$ cat src/ecc_pkg.sv
//####################################################################
// Shared ECC definitions: code widths, Hsiao column table, FSM states
// Bank access interface bank_if with initiator and target modports
//####################################################################

package ecc_pkg;

  localparam int unsigned DataWidth   = 32;
  localparam int unsigned ParityWidth = 7;
  localparam int unsigned CodeWidth   = DataWidth + ParityWidth;
  localparam int unsigned BeWidth     = DataWidth / 8;

  // Weight-3 columns of the check matrix, entry i belongs to data bit i
  localparam logic [ParityWidth-1:0] HsiaoCols [DataWidth] = '{
    7'h07, 7'h0B, 7'h13, 7'h23, 7'h43, 7'h0D, 7'h15, 7'h25,
    7'h45, 7'h19, 7'h29, 7'h49, 7'h31, 7'h51, 7'h61, 7'h0E,
    7'h16, 7'h26, 7'h46, 7'h1A, 7'h2A, 7'h4A, 7'h32, 7'h52,
    7'h62, 7'h1C, 7'h2C, 7'h4C, 7'h34, 7'h54, 7'h64, 7'h38
  };

  typedef enum logic [1:0] {
    NORMAL,
    LOAD_AND_STORE,
    UPDATE_CORRECTED
  } store_state_e;

  typedef enum logic [1:0] {
    SCRUB_IDLE,
    SCRUB_READ,
    SCRUB_CHECK,
    SCRUB_FIX
  } scrub_state_e;

endpackage

// Write when req and we, read when req alone with rdata one cycle later
interface bank_if import ecc_pkg::*; #(
  parameter  int unsigned BankSize  = 256,
  localparam int unsigned AddrWidth = $clog2(BankSize)
);

  logic                 req;
  logic                 we;
  logic [AddrWidth-1:0] addr;
  logic [CodeWidth-1:0] wdata;
  logic [CodeWidth-1:0] rdata;

  modport initiator (output req, output we, output addr, output wdata, input rdata);
  modport target    (input req, input we, input addr, input wdata, output rdata);

endinterface

$ cat src/secded_enc.sv
//####################################################################
// Hsiao (39,32) SECDED encoder
// Check bits are placed above the data bits in the codeword
//####################################################################

module secded_enc import ecc_pkg::*; (
  input  logic [DataWidth-1:0] data_i,
  output logic [CodeWidth-1:0] code_o
);

  logic [ParityWidth-1:0] parity;

  // Each set data bit toggles the check bits of its column
  always_comb begin
    parity = '0;
    for (int i = 0; i < DataWidth; i++) begin
      if (data_i[i]) begin
        parity = parity ^ HsiaoCols[i];
      end
    end
  end

  assign code_o = {parity, data_i}; // All-zero word encodes to all-zero code

endmodule

$ cat src/secded_dec.sv
//####################################################################
// Hsiao (39,32) SECDED decoder
// Corrects one flipped bit, flags single and double errors
//####################################################################

module secded_dec import ecc_pkg::*; (
  input  logic [CodeWidth-1:0] code_i,
  output logic [DataWidth-1:0] data_o,
  output logic                 single_o,
  output logic                 double_o
);

  logic [ParityWidth-1:0] syndrome;
  logic [DataWidth-1:0]   flip;
  logic                   check_hit;

  // Recompute parity over the data and compare with the stored check bits
  always_comb begin
    syndrome = code_i[CodeWidth-1:DataWidth];
    for (int i = 0; i < DataWidth; i++) begin
      if (code_i[i]) begin
        syndrome = syndrome ^ HsiaoCols[i];
      end
    end
  end

  // A syndrome equal to a data column points at the bad data bit
  always_comb begin
    flip = '0;
    for (int i = 0; i < DataWidth; i++) begin
      flip[i] = (syndrome == HsiaoCols[i]);
    end
  end

  assign check_hit = $onehot(syndrome); // Error sits in a check bit, data is fine
  assign single_o  = (|flip) | check_hit;
  assign double_o  = (syndrome != '0) & ~single_o; // Even weight or unknown pattern
  assign data_o    = code_i[DataWidth-1:0] ^ flip;

endmodule

$ cat src/ecc_scrubber.sv
//####################################################################
// Background scrubber between controller and bank
// Passes controller traffic through and repairs words while idle
//####################################################################

module ecc_scrubber import ecc_pkg::*; #(
  parameter  int unsigned BankSize  = 256,
  localparam int unsigned AddrWidth = $clog2(BankSize)
) (
  input  logic      clk_i,
  input  logic      rst_ni,
  input  logic      scrub_trigger_i,
  output logic      scrubber_fix_o,
  output logic      scrub_uncorrectable_o,
  bank_if.target    ctrl_bus,
  bank_if.initiator mem_bus
);

  scrub_state_e state_d, state_q;

  logic [AddrWidth-1:0] scrub_addr_d, scrub_addr_q;
  logic [AddrWidth-1:0] next_addr;
  logic [DataWidth-1:0] checked_data;
  logic [DataWidth-1:0] fix_data_q;
  logic [CodeWidth-1:0] fix_code;
  logic                 dec_single, dec_double;
  logic                 scrub_req, scrub_we;

  secded_dec i_dec (
    .code_i   (mem_bus.rdata),
    .data_o   (checked_data),
    .single_o (dec_single),
    .double_o (dec_double)
  );

  secded_enc i_enc (
    .data_i (fix_data_q),
    .code_o (fix_code)
  );

  assign ctrl_bus.rdata = mem_bus.rdata;
  assign next_addr = (scrub_addr_q == AddrWidth'(BankSize - 1)) ? '0 :
                     scrub_addr_q + AddrWidth'(1);

  // Controller always wins the bank
  always_comb begin
    mem_bus.req = ctrl_bus.req | scrub_req;
    if (ctrl_bus.req) begin
      mem_bus.we    = ctrl_bus.we;
      mem_bus.addr  = ctrl_bus.addr;
      mem_bus.wdata = ctrl_bus.wdata;
    end else begin
      mem_bus.we    = scrub_we;
      mem_bus.addr  = scrub_addr_q;
      mem_bus.wdata = fix_code;
    end
  end

  always_comb begin
    state_d               = state_q;
    scrub_addr_d          = scrub_addr_q;
    scrub_req             = 1'b0;
    scrub_we              = 1'b0;
    scrubber_fix_o        = 1'b0;
    scrub_uncorrectable_o = 1'b0;
    unique case (state_q)
      SCRUB_IDLE: if (scrub_trigger_i) state_d = SCRUB_READ;
      SCRUB_READ: begin
        if (!ctrl_bus.req) begin
          scrub_req = 1'b1;
          state_d   = SCRUB_CHECK;
        end
      end
      SCRUB_CHECK: begin
        if (ctrl_bus.req) begin
          state_d = SCRUB_READ; // Bank stolen so the word may be stale
        end else begin
          scrubber_fix_o        = dec_single;
          scrub_uncorrectable_o = dec_double;
          if (dec_single) begin
            state_d = SCRUB_FIX;
          end else begin
            scrub_addr_d = next_addr; // Clean or uncorrectable words move on
            state_d      = SCRUB_IDLE;
          end
        end
      end
      SCRUB_FIX: begin
        if (ctrl_bus.req) begin
          state_d = SCRUB_READ;
        end else begin
          scrub_req    = 1'b1;
          scrub_we     = 1'b1;
          scrub_addr_d = next_addr;
          state_d      = SCRUB_IDLE;
        end
      end
      default: state_d = SCRUB_IDLE;
    endcase
  end

  always_ff @(posedge clk_i or negedge rst_ni) begin
    if (!rst_ni) begin
      state_q      <= SCRUB_IDLE;
      scrub_addr_q <= '0;
    end else begin
      state_q      <= state_d;
      scrub_addr_q <= scrub_addr_d;
    end
  end

  always_ff @(posedge clk_i) begin
    if (state_q == SCRUB_CHECK) fix_data_q <= checked_data;
  end

endmodule

$ cat src/flat_wrapper.sv
// flat-port wrapper written by rule: the top's interface ports become plain ports
module ecc_scrubber_flat import ecc_pkg::*;
#(
  parameter  int unsigned BankSize  = 256,
  localparam int unsigned AddrWidth = $clog2(BankSize)
)
  (clk_i, rst_ni, scrub_trigger_i, scrubber_fix_o, scrub_uncorrectable_o, ctrl_bus_req, ctrl_bus_we, ctrl_bus_addr, ctrl_bus_wdata, ctrl_bus_rdata, mem_bus_req, mem_bus_we, mem_bus_addr, mem_bus_wdata, mem_bus_rdata);
  bank_if #(.BankSize(BankSize)) ctrl_bus_i ();
  bank_if #(.BankSize(BankSize)) mem_bus_i ();
  input  logic clk_i;
  input  logic rst_ni;
  input  logic scrub_trigger_i;
  output logic scrubber_fix_o;
  output logic scrub_uncorrectable_o;
  input wire logic [$bits(ctrl_bus_i.req)-1:0] ctrl_bus_req;
  input wire logic [$bits(ctrl_bus_i.we)-1:0] ctrl_bus_we;
  input wire logic [$bits(ctrl_bus_i.addr)-1:0] ctrl_bus_addr;
  input wire logic [$bits(ctrl_bus_i.wdata)-1:0] ctrl_bus_wdata;
  output wire logic [$bits(ctrl_bus_i.rdata)-1:0] ctrl_bus_rdata;
  output wire logic [$bits(mem_bus_i.req)-1:0] mem_bus_req;
  output wire logic [$bits(mem_bus_i.we)-1:0] mem_bus_we;
  output wire logic [$bits(mem_bus_i.addr)-1:0] mem_bus_addr;
  output wire logic [$bits(mem_bus_i.wdata)-1:0] mem_bus_wdata;
  input wire logic [$bits(mem_bus_i.rdata)-1:0] mem_bus_rdata;
  assign ctrl_bus_i.req = ctrl_bus_req;
  assign ctrl_bus_i.we = ctrl_bus_we;
  assign ctrl_bus_i.addr = ctrl_bus_addr;
  assign ctrl_bus_i.wdata = ctrl_bus_wdata;
  assign ctrl_bus_rdata = ctrl_bus_i.rdata;
  assign mem_bus_req = mem_bus_i.req;
  assign mem_bus_we = mem_bus_i.we;
  assign mem_bus_addr = mem_bus_i.addr;
  assign mem_bus_wdata = mem_bus_i.wdata;
  assign mem_bus_i.rdata = mem_bus_rdata;
  ecc_scrubber #(.BankSize(BankSize)) u_core (.clk_i(clk_i), .rst_ni(rst_ni), .scrub_trigger_i(scrub_trigger_i), .scrubber_fix_o(scrubber_fix_o), .scrub_uncorrectable_o(scrub_uncorrectable_o), .ctrl_bus(ctrl_bus_i), .mem_bus(mem_bus_i));
endmodule
$ cat config.mk
export PLATFORM = sky130hd
export DESIGN_NAME = ecc_scrubber_flat
export DESIGN_NICKNAME = d
export VERILOG_FILES = /design/src/ecc_pkg.sv /design/src/secded_enc.sv /design/src/secded_dec.sv /design/src/ecc_scrubber.sv /design/src/flat_wrapper.sv
export SDC_FILE = /design/constraint.sdc
export NUM_CORES = 1
export LEC_CHECK = 0
export ABC_AREA = 1
export BUFFER_PORTS_ARGS = -buffer_cell sky130_fd_sc_hd__clkbuf_2
export CORE_ASPECT_RATIO = 1.25
export CORE_UTILIZATION = 40
export CTS_BUF_LIST = sky130_fd_sc_hd__clkbuf_8
export CTS_CLUSTER_SIZE = 40
export DETAILED_ROUTE_END_ITERATION = 10
export GPL_TIMING_DRIVEN = 0
export PLACE_DENSITY_LB_ADDON = 0.12
export SYNTH_ARGS = -nofsm -noshare
export SYNTH_HDL_FRONTEND = slang
export SYNTH_HIERARCHICAL = 1
export SYNTH_SLANG_ARGS = --single-unit
export TNS_END_PERCENT = 10
$ cat constraint.sdc
create_clock -name clk_i -period 11.2 [get_ports clk_i]
set_input_delay 3.36 -clock clk_i [delete_from_list [all_inputs] [get_ports clk_i]]
set_output_delay 3.36 -clock clk_i [all_outputs]
set_load 0.02 [all_outputs]
==> flow_summary_export.csv <==
group,metric,value,unit
outcome,outcome,"finished clean",
sta,min_period_over_period,97.22,%
logic_synthesis,synth-seq-area-share,19.60,%
setup_path,cp-end-kind,"output pin",
final_layout,antennaDiodeCount,0,
sta,hold_violations,0,
routing,dr.pass1.iters,5,
die,die_h,141.0,um
power,peakVddDrop,0.05174,mV
logic_synthesis,syn-instance-count,1028,
logic_synthesis,synth_area,6178,um2
cts,cts-buffers-inserted,5,
final_layout,multi_input_area,3842,um2
power,p_per_area,156.3,nW/um2
die,start_util,41.15,%
cts,htree_levels,2,
cts,cts_tree,"built",
final_layout,final_layout_size_suffix_gt1_share,25.60,%
logic_synthesis,synth.area.top_cells,"nand2_1 (28%), edfxtp_1 (16%), xor2_1 (9.6%)",
setup_path,worstSetupStartpointType,"input pin",
placement,dp_cells,1384,
placement,dp_hpwl,14370,um
logic_synthesis,ys_ff_latch,42,
setup_path,cp_cell_sequence,"clkbuf_2 -> xnor2_1 -> xor2_1 -> xor2_1 -> xor2_1 -> xor2_1 -> inv_1 -> fa_1 -> inv_1 -> fa_1 -> fa_1 -> fa_1 -> o31ai_1 -> nor3_1 -> nand3_2 -> inv_1 -> nor2_2 -> nand2_1 -> inv_1 -> clkbuf_2",
routing,antenna_left,0,
cts,cts.clk_slew.worst_paths,0.08,ns
final_layout,n_fill_cell,1632,
routing,drt_iter0_markers,217,
sta,maxSlewViolCount,0,
setup_path,cp_slowest_cell,"fa_1",
run,maxCapViolations,0,
setup_path,critical_path_required,7.84,ns
sta,setup_violations,0,
logic_synthesis,synth_top_area_share,27.95,%
final_layout,seq_area,1211,um2
final_layout,area_growth,20.05,%
global_routing,grt_max_degree,22,
global_routing,gr-usage-all-layers,21.10,%
power,finalPower,1.159,mW
final_layout,final_cells,1393,
sta,clock_skew,0.007495,ns
setup_path,max_stage_delay,0.51,ns
routing,vias_per_cell,4.454,
setup_path,worstPathArrival,7.53,ns
cts,cts-hold-fix-buffers,0,
logic_synthesis,yosysTopAreaCell,"nand2_1",
placement,io_buffers,173,
die,die_x,113.2,um
sta,fmax,0.09184,GHz
routing,via_count,6204,
routing,drcViolationCount,0,
worst_hold_path,holdCritPathClass,"register to register",
setup_path,path_class,"input pin to output pin",
cts,cts_buffer_depth,2,
die,die_area,15950,um2
sta,worstMarginPinSlew,0.6045,ns
final_layout,nNetsFinal,1310,
sta,finalSetupTns,0,ns
cts,clk_latency,0.30,ns
global_routing,first_global_vias,5607,
setup_path,critPathMaxFanout,5,
placement,routabilityCongestion,0.9197,
sta,max-slew-margin-rel,59.66,%
sta,rsz0062_at_grt,"no",
cts,cts.root.buffer_cell,"clkbuf_8",
logic_synthesis,synth_ff_type,"edfxtp_1",
die,core_area,15010,um2
global_routing,grt_first_pass_wirelength,26570,um
routing,drt-total-wl,16540,um
final_layout,fin_util,49.40,%
setup_path,reg2reg_slack,9.64,ns
logic_synthesis,synth_fp_nets,1128,
global_routing,antenna_found_initial,0,
global_routing,overflow,0,
logic_synthesis,syn_area_per_cell,6.010,um2
routing,wl_per_cell,11.87,um
cts,cts_num_sinks,42,
logic_synthesis,synth_edf_count,32,
logic_synthesis,ys_warn_count,6,
logic_synthesis,synth-async-reset-ratio,23.81,%
die,num_rows,50,
logic_synthesis,synth_cell_types,31,
die,num_io_pins,181,
power,p_leak,4.411,nW
sta,period_needed,10.89,ns
cells in the final DEF, fill, tap and decap left out, types with 3 or more instances in the layout:
cell type,count
nor2_2,11
xnor2_1,55
dfrtp_1,10
nand3_1,61
nand2_1,460
clkbuf_1,5
nand4_1,3
nand3b_1,7
inv_2,11
nor2_1,54
a21oi_1,5
o21ai_0,10
clkbuf_2,177
buf_6,3
xor2_1,68
clkbuf_8,5
or2_1,3
inv_1,114
buf_2,8
fa_1,4
nand2_2,12
ha_1,5
edfxtp_1,32
buf_4,74
state kept, by name, indices dropped and copies added, names as in the netlist:
name / flops
u_core/fix_data_q: 32
u_core/scrub_addr_q: 8
u_core/state_q: 2
final timing paths:
kind,cells past startpoint,end,startpoint
max,20,scrubber_fix_o,mem_bus_rdata[3]
min,1,u_core/scrub_addr_q[2]$_DFFE_PN0P_,u_core/scrub_addr_q[2]$_DFFE_PN0P_
max reg2reg,3,u_core/fix_data_q[12]$_DFFE_PN_,u_core/state_q[1]$_DFFE_PN0P_
min reg2reg,1,u_core/scrub_addr_q[2]$_DFFE_PN0P_,u_core/scrub_addr_q[2]$_DFFE_PN0P_
max in group asynchronous,1,u_core/scrub_addr_q[4]$_DFFE_PN0P_,rst_ni
min in group asynchronous,1,u_core/scrub_addr_q[2]$_DFFE_PN0P_,rst_ni
report_power, final:
group | leakage (nW) | total (mW) | internal, mW | switching, mW
Sequential | 0.415 | 0.269 | 0.214 | 0.0545
Combinational | 3.94 | 0.773 | 0.308 | 0.466
Clock | 0.0556 | 0.117 | 0.0656 | 0.0515
final cells by class:
type / count / share of cell area (%)
Multi-Input combinational cell: 767 / 51.81
Inverter: 126 / 6.427
Buffer: 93 / 8.907
Clock buffer: 5 / 0.9278
Sequential cell: 42 / 16.33
Timing Repair Buffer: 175 / 11.98
Tap cell: 182 / 3.070
Clock inverter: 3 / 0.5567
what timing repair did:
| item | CTS | global route |
|---|---|---|
| gates resized for setup | 0 | 2 |
| setup endpoints to repair | 0 | 2 |
| setup buffers | 0 | 1 |
| endpoints found under the hold margin | 0 | 0 |
cell families (layout without fill, tap and decap cells):
family / after synthesis / in the layout / synth area share, %
adder cells (fa/ha/maj): 9 / 9 / 2.309
XOR/XNOR: 124 / 124 / 17.58
AND/OR/NAND/NOR: 616 / 616 / 40.56
flip-flops: 42 / 42 / 19.60
AO/OA/AOI/OAI: 18 / 18 / 1.539
buffers and inverters: 219 / 402 / 18.41
worst max-delay path, delay by kind of cell:
family | cells | cell delay, ns
adders and majority gates | 4 | 1.85
and+or+nand+nor | 4 | 0.46
xor gates and xnor gates | 5 | 1.01
buffers and inverters | 6 | 0.61
AOI/OAI and AO/OA | 1 | 0.24
metrics by stage:
stage | hold slack, ns | area (um2) | setup WS [ns]
after floorplan | 0.4858 | 6178 | 0.5590
after detailed placement | 0.5069 | 7289 | 0.09356
after CTS | 0.5231 | 7400 | 0.08976
after global placement | 0.5147 | 7272 | 0.1321
after global routing | 0.5622 | 7417 | 0.03544
final | 0.5248 | 7417 | 0.3117
synth_stat cells (all sizes together) (7+ instances only):
cell / count
xnor2: 56
nor2: 66
dfrtp: 10
nand3b: 7
buf: 84
nand3: 63
xor2: 68
clkbuf: 9
edfxtp: 32
nand2: 472
inv: 125
o21ai: 10
metal layers:
layer,track usage [%],part of all wire [%],vias up
met5,0,0,-
met4,8.795,3.5,0
met3,1.333,3.7,30
met2,39.85,50,165
met1,24.41,42,2620
li1,-,-,3389
Power figures use the tool's default switching activity.
