==> src/ecc_pkg.sv <==
//####################################################################
// Shared ECC definitions: code widths, Hsiao column table, FSM states
// Bank access interface bank_if with initiator and target modports
//####################################################################

package ecc_pkg;

  localparam int unsigned DataWidth   = 32;
  localparam int unsigned ParityWidth = 7;
  localparam int unsigned CodeWidth   = DataWidth + ParityWidth;
  localparam int unsigned BeWidth     = DataWidth / 8;

  // Weight-3 columns of the check matrix, entry i belongs to data bit i
  localparam logic [ParityWidth-1:0] HsiaoCols [DataWidth] = '{
    7'h07, 7'h0B, 7'h13, 7'h23, 7'h43, 7'h0D, 7'h15, 7'h25,
    7'h45, 7'h19, 7'h29, 7'h49, 7'h31, 7'h51, 7'h61, 7'h0E,
    7'h16, 7'h26, 7'h46, 7'h1A, 7'h2A, 7'h4A, 7'h32, 7'h52,
    7'h62, 7'h1C, 7'h2C, 7'h4C, 7'h34, 7'h54, 7'h64, 7'h38
  };

  typedef enum logic [1:0] {
    NORMAL,
    LOAD_AND_STORE,
    UPDATE_CORRECTED
  } store_state_e;

  typedef enum logic [1:0] {
    SCRUB_IDLE,
    SCRUB_READ,
    SCRUB_CHECK,
    SCRUB_FIX
  } scrub_state_e;

endpackage

// Write when req and we, read when req alone with rdata one cycle later
interface bank_if import ecc_pkg::*; #(
  parameter  int unsigned BankSize  = 256,
  localparam int unsigned AddrWidth = $clog2(BankSize)
);

  logic                 req;
  logic                 we;
  logic [AddrWidth-1:0] addr;
  logic [CodeWidth-1:0] wdata;
  logic [CodeWidth-1:0] rdata;

  modport initiator (output req, output we, output addr, output wdata, input rdata);
  modport target    (input req, input we, input addr, input wdata, output rdata);

endinterface

==> src/secded_enc.sv <==
//####################################################################
// Hsiao (39,32) SECDED encoder
// Check bits are placed above the data bits in the codeword
//####################################################################

module secded_enc import ecc_pkg::*; (
  input  logic [DataWidth-1:0] data_i,
  output logic [CodeWidth-1:0] code_o
);

  logic [ParityWidth-1:0] parity;

  // Each set data bit toggles the check bits of its column
  always_comb begin
    parity = '0;
    for (int i = 0; i < DataWidth; i++) begin
      if (data_i[i]) begin
        parity = parity ^ HsiaoCols[i];
      end
    end
  end

  assign code_o = {parity, data_i}; // All-zero word encodes to all-zero code

endmodule

==> src/secded_dec.sv <==
//####################################################################
// Hsiao (39,32) SECDED decoder
// Corrects one flipped bit, flags single and double errors
//####################################################################

module secded_dec import ecc_pkg::*; (
  input  logic [CodeWidth-1:0] code_i,
  output logic [DataWidth-1:0] data_o,
  output logic                 single_o,
  output logic                 double_o
);

  logic [ParityWidth-1:0] syndrome;
  logic [DataWidth-1:0]   flip;
  logic                   check_hit;

  // Recompute parity over the data and compare with the stored check bits
  always_comb begin
    syndrome = code_i[CodeWidth-1:DataWidth];
    for (int i = 0; i < DataWidth; i++) begin
      if (code_i[i]) begin
        syndrome = syndrome ^ HsiaoCols[i];
      end
    end
  end

  // A syndrome equal to a data column points at the bad data bit
  always_comb begin
    flip = '0;
    for (int i = 0; i < DataWidth; i++) begin
      flip[i] = (syndrome == HsiaoCols[i]);
    end
  end

  assign check_hit = $onehot(syndrome); // Error sits in a check bit, data is fine
  assign single_o  = (|flip) | check_hit;
  assign double_o  = (syndrome != '0) & ~single_o; // Even weight or unknown pattern
  assign data_o    = code_i[DataWidth-1:0] ^ flip;

endmodule

==> src/ecc_sram_ctrl.sv <==
//####################################################################
// Bus side ECC controller
// Encodes stores, turns partial stores into read-modify-write,
// decodes loads and writes corrected words back to the bank
//####################################################################

module ecc_sram_ctrl import ecc_pkg::*; #(
  parameter  int unsigned BankSize  = 256,
  localparam int unsigned AddrWidth = $clog2(BankSize)
) (
  input  logic                 clk_i,
  input  logic                 rst_ni,
  input  logic                 req_i,
  input  logic                 we_i,
  input  logic [AddrWidth-1:0] addr_i,
  input  logic [BeWidth-1:0]   be_i,
  input  logic [DataWidth-1:0] wdata_i,
  output logic                 gnt_o,
  output logic [DataWidth-1:0] rdata_o,
  output logic                 single_error_o,
  output logic                 multi_error_o,
  bank_if.initiator            ctrl_bus
);

  store_state_e state_d, state_q;

  logic                 valid_load_d, valid_load_q;
  logic                 fix_pending;
  logic                 granted;
  logic [AddrWidth-1:0] add_buffer_q;
  logic [DataWidth-1:0] input_buffer_q;
  logic [BeWidth-1:0]   be_buffer_q;
  logic [DataWidth-1:0] corrected_q;
  logic [DataWidth-1:0] loaded;
  logic [DataWidth-1:0] be_mask;
  logic [DataWidth-1:0] merged;
  logic [DataWidth-1:0] to_store;
  logic                 dec_single, dec_double;

  secded_dec i_dec (
    .code_i   (ctrl_bus.rdata),
    .data_o   (loaded),
    .single_o (dec_single),
    .double_o (dec_double)
  );

  secded_enc i_enc (
    .data_i (to_store),
    .code_o (ctrl_bus.wdata)
  );

  assign rdata_o        = loaded;
  assign single_error_o = dec_single & valid_load_q; // Only loads raise the flags
  assign multi_error_o  = dec_double & valid_load_q;
  assign fix_pending    = valid_load_q & dec_single;
  assign granted        = req_i & gnt_o;
  assign valid_load_d   = granted & ~we_i;

  // Byte merge of the buffered store into the old word
  always_comb begin
    for (int i = 0; i < BeWidth; i++) begin
      be_mask[i*8 +: 8] = {8{be_buffer_q[i]}};
    end
  end
  assign merged = (be_mask & input_buffer_q) | (~be_mask & loaded);

  always_comb begin
    state_d       = NORMAL;
    gnt_o         = 1'b1;
    ctrl_bus.req  = req_i;
    ctrl_bus.we   = we_i;
    ctrl_bus.addr = addr_i;
    to_store      = wdata_i;
    unique case (state_q)
      NORMAL: begin
        if (fix_pending) begin
          gnt_o        = 1'b0; // Hold the bus for the write-back
          ctrl_bus.req = 1'b0;
          state_d      = UPDATE_CORRECTED;
        end else if (req_i && we_i && (be_i != '1)) begin
          ctrl_bus.we = 1'b0;  // Fetch old word first
          state_d     = LOAD_AND_STORE;
        end
      end
      LOAD_AND_STORE: begin
        gnt_o         = 1'b0;
        ctrl_bus.req  = 1'b1;
        ctrl_bus.we   = 1'b1;
        ctrl_bus.addr = add_buffer_q;
        to_store      = merged;
      end
      UPDATE_CORRECTED: begin
        gnt_o         = 1'b0;
        ctrl_bus.req  = 1'b1;
        ctrl_bus.we   = 1'b1;
        ctrl_bus.addr = add_buffer_q;
        to_store      = corrected_q;
      end
      default: ;
    endcase
  end

  always_ff @(posedge clk_i or negedge rst_ni) begin
    if (!rst_ni) begin
      state_q      <= NORMAL;
      valid_load_q <= 1'b0;
    end else begin
      state_q      <= state_d;
      valid_load_q <= valid_load_d;
    end
  end

  // Request payload and corrected word
  always_ff @(posedge clk_i) begin
    if (granted) begin
      add_buffer_q   <= addr_i;
      input_buffer_q <= wdata_i;
      be_buffer_q    <= be_i;
    end
    if (fix_pending) begin
      corrected_q <= loaded;
    end
  end

endmodule

==> src/flat_wrapper.sv <==
// flat-port wrapper written by rule: the top's interface ports become plain ports
module ecc_sram_ctrl_flat import ecc_pkg::*;
#(
  parameter  int unsigned BankSize  = 256,
  localparam int unsigned AddrWidth = $clog2(BankSize)
)
  (clk_i, rst_ni, req_i, we_i, addr_i, be_i, wdata_i, gnt_o, rdata_o, single_error_o, multi_error_o, ctrl_bus_req, ctrl_bus_we, ctrl_bus_addr, ctrl_bus_wdata, ctrl_bus_rdata);
  bank_if #(.BankSize(BankSize)) ctrl_bus_i ();
  input  logic clk_i;
  input  logic rst_ni;
  input  logic req_i;
  input  logic we_i;
  input  logic [AddrWidth-1:0] addr_i;
  input  logic [BeWidth-1:0] be_i;
  input  logic [DataWidth-1:0] wdata_i;
  output logic gnt_o;
  output logic [DataWidth-1:0] rdata_o;
  output logic single_error_o;
  output logic multi_error_o;
  output wire logic [$bits(ctrl_bus_i.req)-1:0] ctrl_bus_req;
  output wire logic [$bits(ctrl_bus_i.we)-1:0] ctrl_bus_we;
  output wire logic [$bits(ctrl_bus_i.addr)-1:0] ctrl_bus_addr;
  output wire logic [$bits(ctrl_bus_i.wdata)-1:0] ctrl_bus_wdata;
  input wire logic [$bits(ctrl_bus_i.rdata)-1:0] ctrl_bus_rdata;
  assign ctrl_bus_req = ctrl_bus_i.req;
  assign ctrl_bus_we = ctrl_bus_i.we;
  assign ctrl_bus_addr = ctrl_bus_i.addr;
  assign ctrl_bus_wdata = ctrl_bus_i.wdata;
  assign ctrl_bus_i.rdata = ctrl_bus_rdata;
  ecc_sram_ctrl #(.BankSize(BankSize)) u_core (.clk_i(clk_i), .rst_ni(rst_ni), .req_i(req_i), .we_i(we_i), .addr_i(addr_i), .be_i(be_i), .wdata_i(wdata_i), .gnt_o(gnt_o), .rdata_o(rdata_o), .single_error_o(single_error_o), .multi_error_o(multi_error_o), .ctrl_bus(ctrl_bus_i));
endmodule
==> config.mk <==
export PLATFORM = sky130hd
export DESIGN_NAME = ecc_sram_ctrl_flat
export DESIGN_NICKNAME = d
export VERILOG_FILES = /design/src/ecc_pkg.sv /design/src/secded_enc.sv /design/src/secded_dec.sv /design/src/ecc_sram_ctrl.sv /design/src/flat_wrapper.sv
export SDC_FILE = /design/constraint.sdc
export NUM_CORES = 1
export LEC_CHECK = 0
export ABC_AREA = 1
export BUFFER_PORTS_ARGS = -buffer_cell sky130_fd_sc_hd__buf_4
export CORE_MARGIN = 2
export CORE_UTILIZATION = 51
export DETAILED_ROUTE_END_ITERATION = 10
export PLACE_DENSITY = 0.82
export SYNTH_ARGS = -nofsm -noshare
export SYNTH_HDL_FRONTEND = slang
export SYNTH_SLANG_ARGS = --single-unit
export TNS_END_PERCENT = 30
==> constraint.sdc <==
create_clock -name clk_i -period 5.3 [get_ports clk_i]
set_input_delay 0.53 -clock clk_i [delete_from_list [all_inputs] [get_ports clk_i]]
set_output_delay 0.53 -clock clk_i [all_outputs]
set_load 0.03 [all_outputs]
==> impl_metrics.csv, run 1 <==
group,metric,value,unit
synthesis,synthFlopType,"edfxtp_1",
sta,rsz0062_at_grt,"no",
place,place_congestion,1.01,
power,p_total,6.62,mW
grt,grt_pass1_wl,38900,um
layout,mostFrequentLayoutCells,"nand2_1 (543), buf_4 (174), nor2_1 (140), inv_1 (121), nand3_1 (85)",
clocking,clock-sinks,79,
place,port_buffers,170,
layout,fin_util,63.5,%
clocking,clkTransAtPathRegs,0.06,ns
critical_path,worst_setup_path_start_kind,"input port",
sta,finClkSkew,0.00991,ns
die,core_area,15000,sq um
synthesis,netlist_area,7740,sq um
synthesis,yosysTopAreaCell,"edfxtp_1",
layout,postLayoutCellArea,9540,sq um
route,vias_per_cell,5.28,
power,power_frac_comb,76.8,%
grt,grt_pass1_vias,7717,
synthesis,async_reset_ff_share,3.80,%
route,detail_route.wirelength,25100,um
sta,whs,0.373,ns
sta,setup_viol,0,
sta,slew_headroom,28.9,%
place,dp_hpwl,20500,um
clocking,cts_buffers,9,
synthesis,synth_warnings,0,
clocking,cts_max_level,3,
synthesis,syn_avg_cell_area,6.17,sq um
min_path,min_path_type,"in2reg",
clocking,cts_tree,"yes",
place,place_area,9240,sq um
grt,grt_overflow,0,
run_status,status,"completed",
sta,hold_viol,0,
clocking,cts_setup_buffers,0,
layout,layout_commonest_cell,"nand2_1",
sta,min_period,4.87,ns
route,detail-route-antenna-nets,0,
layout,syn2layout_area_growth,23.4,%
die,io_pins,171,
power,p_sw_share,56.2,%
clocking,clk_latency,0.34,ns
synthesis,synth_seq_area_share,30.5,%
layout,drive_above_1_share,21.2,%
die,start_util,51.5,%
sta,slew_viol_final,0,
sta,fin_crit_sh,91.9,%
critical_path,worstPathMaxFanout,8,
clocking,clockBufferDepth,2,
critical_path,crit_path_max_incr_delay,0.47,ns
die,die_h,127,um
die,die_area,16200,sq um
route,drc,0,
synthesis,ys_ff_latch,79,
grt,antenna_found_initial,0,
route,drt_iter0_markers,672,
critical_path,cp.arrival,4.34,ns
sta,setup_tns,0,ns
grt,grt_usage,31.0,%
power,leakage,5.11,nW
layout,nets,1507,
synthesis,synth_top_area_share,29.5,%
synthesis,synth_top_cells_by_area,"edfxtp_1 (30%), nand2_1 (27%), nor2_1 (6.8%)",
synthesis,syn-num-nets,1349,
layout,n_antenna_cell,0,
critical_path,cp.required,4.77,ns
synthesis,synth_edf_count,76,
critical_path,setup.worst_path.end_class,"output pin",
clocking,ctsRootBufferMaster,"clkbuf_16",
critical_path,crit_type,"in2out",
power,clock_power_share,9.3,%
route,wl_per_cell,15.6,um
power,power_density,694,nW/um^2
route,vias,8478,
synthesis,syn_inst,1254,
power,seqPwrFrac,14.0,%
critical_path,cp_slowest_cell,"fa_1",
synthesis,ys_types,46,
power,p_sw,3.72,mW
layout,num-fill-cells,1437,
sta,worst_slew_pin_slew,1.07,ns
power,intPower,2.90,mW
route,dr.pass1.iters,6,
power,peakVddDrop,0.000743,V
critical_path,crit_top_cell,"nand2_1",
sta,fmax,205,MHz
grt,grt_max_degree,50,
run,maxCapViolCount,0,
die,num_rows,45,
die,die_w,127,um
[stage by stage]
| stage | setup WS [ns] | cells |
|---|---|---|
| after global placement | 0.501 | 1588 |
| after detailed placement | 0.407 | 1588 |
| final | 0.429 | 1605 |
| after global routing | 0.0790 | 1605 |
| after CTS | 0.412 | 1605 |
| after floorplan | 0.0129 | 1254 |
[cell families after synthesis]
family | share of synthesized area [%]
XOR/XNOR | 5.98
AO/OA/AOI/OAI | 6.62
buffers and inverters | 9.69
AND/OR/NAND/NOR | 45.8
flip-flops | 30.5
adder cells (fa/ha/maj) | 1.49
[area by class of cell]
class                           count  area [sq um]  share of cell area, %
Inverter                          166           633                   6.63
Clock inverter                      7          72.6                  0.760
Tap cell                          188           235                   2.46
Clock buffer                        9           225                   2.36
Multi-Input combinational cell    980          4680                   49.1
Sequential cell                    79          2360                   24.7
Timing Repair Buffer              176          1340                   14.0
[synthesized netlist by cell type, types with 2 or more instances]
cell type and instances:
a21oi_1 40, a21oi_2 7, a21oi_4 2, buf_1 4
buf_2 8, clkbuf_1 15, clkinv_1 3, dfrtp_1 3
edfxtp_1 76, fa_1 2, ha_1 6, inv_1 123
inv_2 39, nand2_1 547, nand2_2 12, nand2_4 4
nand3_1 87, nand3_2 6, nand3b_1 10, nand4_1 12
nor2_1 141, nor2_2 8, nor2_4 5, nor3_1 2
nor4_1 2, o2111ai_1 2, o21ai_0 7, o21ai_1 11
o21ai_2 8, or2_2 2, xnor2_1 10, xor2_1 36
[worst paths after layout]
check	startpoint	end	slack [ns]	depth (start not counted)
worst min register to register	u_core.valid_load_q	u_core.state_q[0]	0.64	3
min in group asynchronous	rst_ni	u_core.state_q[1]	0.53	2
worst max-delay path	ctrl_bus_rdata[18]	ctrl_bus_we	0.43	28
max in group asynchronous	rst_ni	u_core.state_q[0]	4.68	2
worst min-delay path	wdata_i[30]	u_core.input_buffer_q[30]	0.37	1
worst max register to register	u_core.state_q[0]	u_core.input_buffer_q[7]	3.02	7
[critical path: cells and delay by family]
kind / cells / cell delay [ns]
adder cells (fa/ha/maj): 4 / 1.40
buffers and inverters: 5 / 0.53
AO/OA/AOI/OAI: 2 / 0.35
AND/OR/NAND/NOR: 17 / 1.51
[routing by layer]
layer | wire length, um | track usage (%) | up-vias
met1 | 10300 | 40.4 | 3768
met2 | 11400 | 50.5 | 415
met4 | 1390 | 18.1 | 0
met3 | 2080 | 3.18 | 66
li1 | - | - | 4229
met5 | 0 | 0 | -
[power groups by stage]
stage          clock [mW]  sequential [mW]  combinational, mW
6_report            0.613            0.925               5.08
5_1_grt             0.642            0.939               5.60
4_1_cts             0.618            0.924               5.06
3_5_place_dp            0            0.935               5.05
3_3_place_gp            0            0.930               4.97
2_1_floorplan           0            0.923               3.61
[flip-flops by register name, indices dropped and copies added (netlist names)]
register               cells
u_core.input_buffer_q     32
u_core.add_buffer_q        8
u_core.state_q             2
u_core.be_buffer_q         4
u_core.valid_load_q        1
u_core.corrected_q        32
[repair_timing]
item	CTS	global route
hold buffers	1	0
gates resized for setup	0	0
endpoints found under the hold margin	3	0
Note: power is estimated with default switching activity, not from simulation.
==> run 2: changes to the inputs <==
--- a/config.mk
+++ b/config.mk
@@ -13,5 +13,6 @@
 export PLACE_DENSITY = 0.82
 export SYNTH_ARGS = -nofsm -noshare
 export SYNTH_HDL_FRONTEND = slang
+export SYNTH_HIERARCHICAL = 1
 export SYNTH_SLANG_ARGS = --single-unit
 export TNS_END_PERCENT = 30
==> run 2 against run 1 <==
Effect of this change:
- the run now ends with setup timing left
- critical path depth down 4
- worst hold slack worse by 0.0035 ns
- global-route usage down 2.8 points
- die area down 3.2%
- area after synthesis down 3.3%
- synthesized cell count down 17%
- sequential cell count unchanged
- sequential share of layout area up 0.89 points
- final cell count down 14%
- critical path type unchanged
- critical endpoint unchanged
- largest cell class unchanged
- highest routed layer unchanged
==> impl_metrics.csv, run 2 <==
group,metric,value,unit
synthesis,netlist_area,7480,sq um
synthesis,synth_warnings,6,
clocking,cts_tree,"yes",
route,detail_route.wirelength,22800,um
layout,drive_above_1_share,23.8,%
sta,slew_viol_final,0,
critical_path,setup.worst_path.end_class,"output pin",
place,place_area,8810,sq um
clocking,clockBufferDepth,2,
place,post-place-cells,1364,
die,io_pins,171,
sta,slew_headroom,49.9,%
sta,fmax,188,MHz
layout,layout_commonest_cell,"nand2_1",
synthesis,syn_avg_cell_area,7.15,sq um
route,drc,0,
synthesis,synthTopCellsByCount,"nand2_1 (340), inv_1 (110), nor2_1 (83)",
grt,met3_usage,3.38,%
layout,mostFrequentLayoutCells,"nand2_1 (337), buf_4 (191), inv_1 (108), nor2_1 (82), edfxtp_1 (76)",
clocking,clock-sinks,79,
critical_path,regToRegEndpoint,"u_core/input_buffer_q[6]",
synthesis,synth_seq_area_share,31.5,%
layout,nets,1293,
grt,grtUsageMet2,49.0,%
synthesis,synth-compound-area-share,11.6,%
sta,min_period,5.32,ns
synthesis,synth_top_cells_by_area,"edfxtp_1 (31%), nand2_1 (17%), xor2_1 (8.0%)",
run,maxCapViolCount,0,
synthesis,yosys.area_share.simple,27.8,%
synthesis,yosys.area_share.adder,2.41,%
die,start_util,51.8,%
critical_path,path_depth,24,
synthesis,synth_xor_area_share,14.3,%
clocking,ctsRootBufferMaster,"clkbuf_16",
sta,fin_ws,-0.0247,ns
critical_path,cp.arrival,4.79,ns
clocking,clkTransAtPathRegs,0.06,ns
synthesis,synth_edf_count,76,
synthesis,yosysTopAreaCell,"edfxtp_1",
sta,fin_crit_sh,100,%
route,vias_per_cell,5.28,
run_status,status,"finished, violations left",
critical_path,cp.required,4.77,ns
critical_path,r2r-start,"u_core/state_q[0]",
grt,antenna_found_initial,0,
route,dr.pass1.iters,5,
critical_path,worst_setup_path_start_kind,"input port",
sta,worst_slew_pin_slew,0.750,ns
critical_path,crit_path_max_incr_delay,0.54,ns
sta,rsz0062_at_grt,"yes",
synthesis,ys_ff_latch,79,
route,vias,7302,
route,detail-route-antenna-nets,0,
synthesis,synth.area.mux_share,0,%
grt,grt_usage,28.2,%
grt,top_usage_layer,"met2",
grt,grt_overflow,0,
clocking,clk_latency,0.33,ns
synthesis,syn-num-nets,1145,
clocking,cts_buffers,9,
synthesis,syn_inst,1046,
layout,syn2layout_area_growth,23.2,%
critical_path,path_cells,"buf_12 -> xnor2_4 -> xor2_1 -> xor2_1 -> xor2_1 -> xor2_1 -> inv_1 -> fa_1 -> inv_2 -> fa_1 -> fa_2 -> fa_1 -> o31ai_1 -> nor3_1 -> nand3_2 -> nand2_4 -> inv_16 -> nor2_4 -> nand2_2 -> nand2_1 -> nand2_1 -> nand2_1 -> nand2_1 -> buf_6",
grt,grt_pass1_vias,6694,
sta,setup_viol,1,
synthesis,async_reset_ff_share,3.80,%
critical_path,cp_slowest_cell,"fa_1",
grt,grt_max_degree,43,
min_path,whs_path_depth,2,
route,wl_per_cell,16.5,um
synthesis,synth_top_family_by_area,"simple AND/OR/NAND/NOR gates",
synthesis,ys_types,31,
synthesis,synth_most_common_cell,"nand2_1",
die,die_area,15600,sq um
run_status,violations,"setup timing",
grt,grt_pass1_wl,34800,um
min_path,min_path_type,"in2reg",
die,num_rows,44,
synthesis,synthFlopType,"edfxtp_1",
layout,fin_cells,1382,
place,place_congestion,0.952,
place,port_buffers,170,
critical_path,worstSetupStartpoint,"ctrl_bus_rdata[3]",
critical_path,r2r_setup_slack,3.66,ns
die,die_h,125,um
critical_path,crit_type,"in2out",
sta,hold_viol,0,
grt,grt_use_met1,35.7,%
critical_path,critPathBufInv,5,
clocking,cts_max_level,3,
critical_path,cp_top_family,"adder cells",
die,core_area,14400,sq um
critical_path,worstPathMaxFanout,5,
die,die_w,125,um
layout,postLayoutCellArea,9210,sq um
synthesis,synth_top_area_share,30.5,%
place,dp_hpwl,18100,um
route,drt_iter0_markers,621,
critical_path,r2r_cells,7,
layout,top_regs,"u_core/corrected_q x32, u_core/input_buffer_q x32, u_core/add_buffer_q x8",
place,pre_cts_slack,-0.0334,ns
sta,whs,0.370,ns
sta,finClkSkew,0.00486,ns
critical_path,endpoint,"ctrl_bus_we",
layout,n_antenna_cell,0,
[run 2: cell count changes after synthesis, sizes merged, moves of 3 or more]
| cell | change |
|---|---|
| a21oi | +16 |
| buf | +44 |
| clkbuf | -12 |
| inv | -40 |
| nand2 | -213 |
| nand3 | -34 |
| nand3b | -3 |
| nand4 | -11 |
| nor2 | -66 |
| o21a | +32 |
| o21ai | +9 |
| xnor2 | +42 |
| xor2 | +31 |
[run 2: timing repair]
action,CTS,global route
pin swaps,4,10
hold buffers,1,0
gates resized for setup,0,11
cloned,0,0
endpoints found under the setup margin,1,4
buffers inserted,1,1
hold endpoints to repair,3,0
[run 2: worst register-to-register path, delay by kind of cell, from the launching register on]
kind                     cells  cell delay [ns]
AO/OA/AOI/OAI                1             0.14
AND/OR/NAND/NOR              1             0.09
flip-flops                   1             0.40
adder cells (fa/ha/maj)      1             0.17
buffers and inverters        4             0.52
[run 2: stage by stage]
| stage | setup TNS, ns | util [%] |
|---|---|---|
| after detailed placement | -0.0334 | 61.1 |
| final | -0.0247 | 63.9 |
| after global routing | -0.284 | 63.9 |
| after CTS | 0 | 63.5 |
| after floorplan | -4.73 | - |
| after global placement | 0 | 61.1 |
[run 2: area by class of cell]
cell class                      count  area, sq um
Fill cell                        1291         5210
Clock buffer                        9          225
Multi-Input combinational cell    779         4250
Inverter                          127          504
Clock inverter                      6          110
Timing Repair Buffer              198         1540
Tap cell                          184          230
Sequential cell                    79         2360
[run 2: layer usage]
metal,vias up,share of wire (%)
met5,-,0
met4,0,3.6
met3,50,7.7
met2,370,49
met1,3326,40
li1,3556,-
[run 2: kinds of logic (layout without fill, tap and decap cells)]
logic type	Yosys count	after routing
buffers and inverters	188	340
flip-flops	79	79
AND/OR/NAND/NOR	511	511
adder cells (fa/ha/maj)	12	12
AO/OA/AOI/OAI	134	134
XOR/XNOR	122	122
[run 2: how the worst min path moves through the flow]
| stage | from | endpoint | slack, ns |
|---|---|---|---|
| floorplan | rst_ni | u_core/state_q[0] | 0.23 |
| global route | addr_i[1] | u_core/add_buffer_q[1] | 0.37 |
| global placement | rst_ni | u_core/valid_load_q | 0.32 |
| detailed placement | rst_ni | u_core/valid_load_q | 0.32 |
| finish | we_i | u_core/valid_load_q | 0.37 |
| CTS | we_i | u_core/valid_load_q | 0.36 |
Power of run 2 is not shown: default switching activity piles up to over one toggle a cycle in this logic, so the estimate is an artifact.
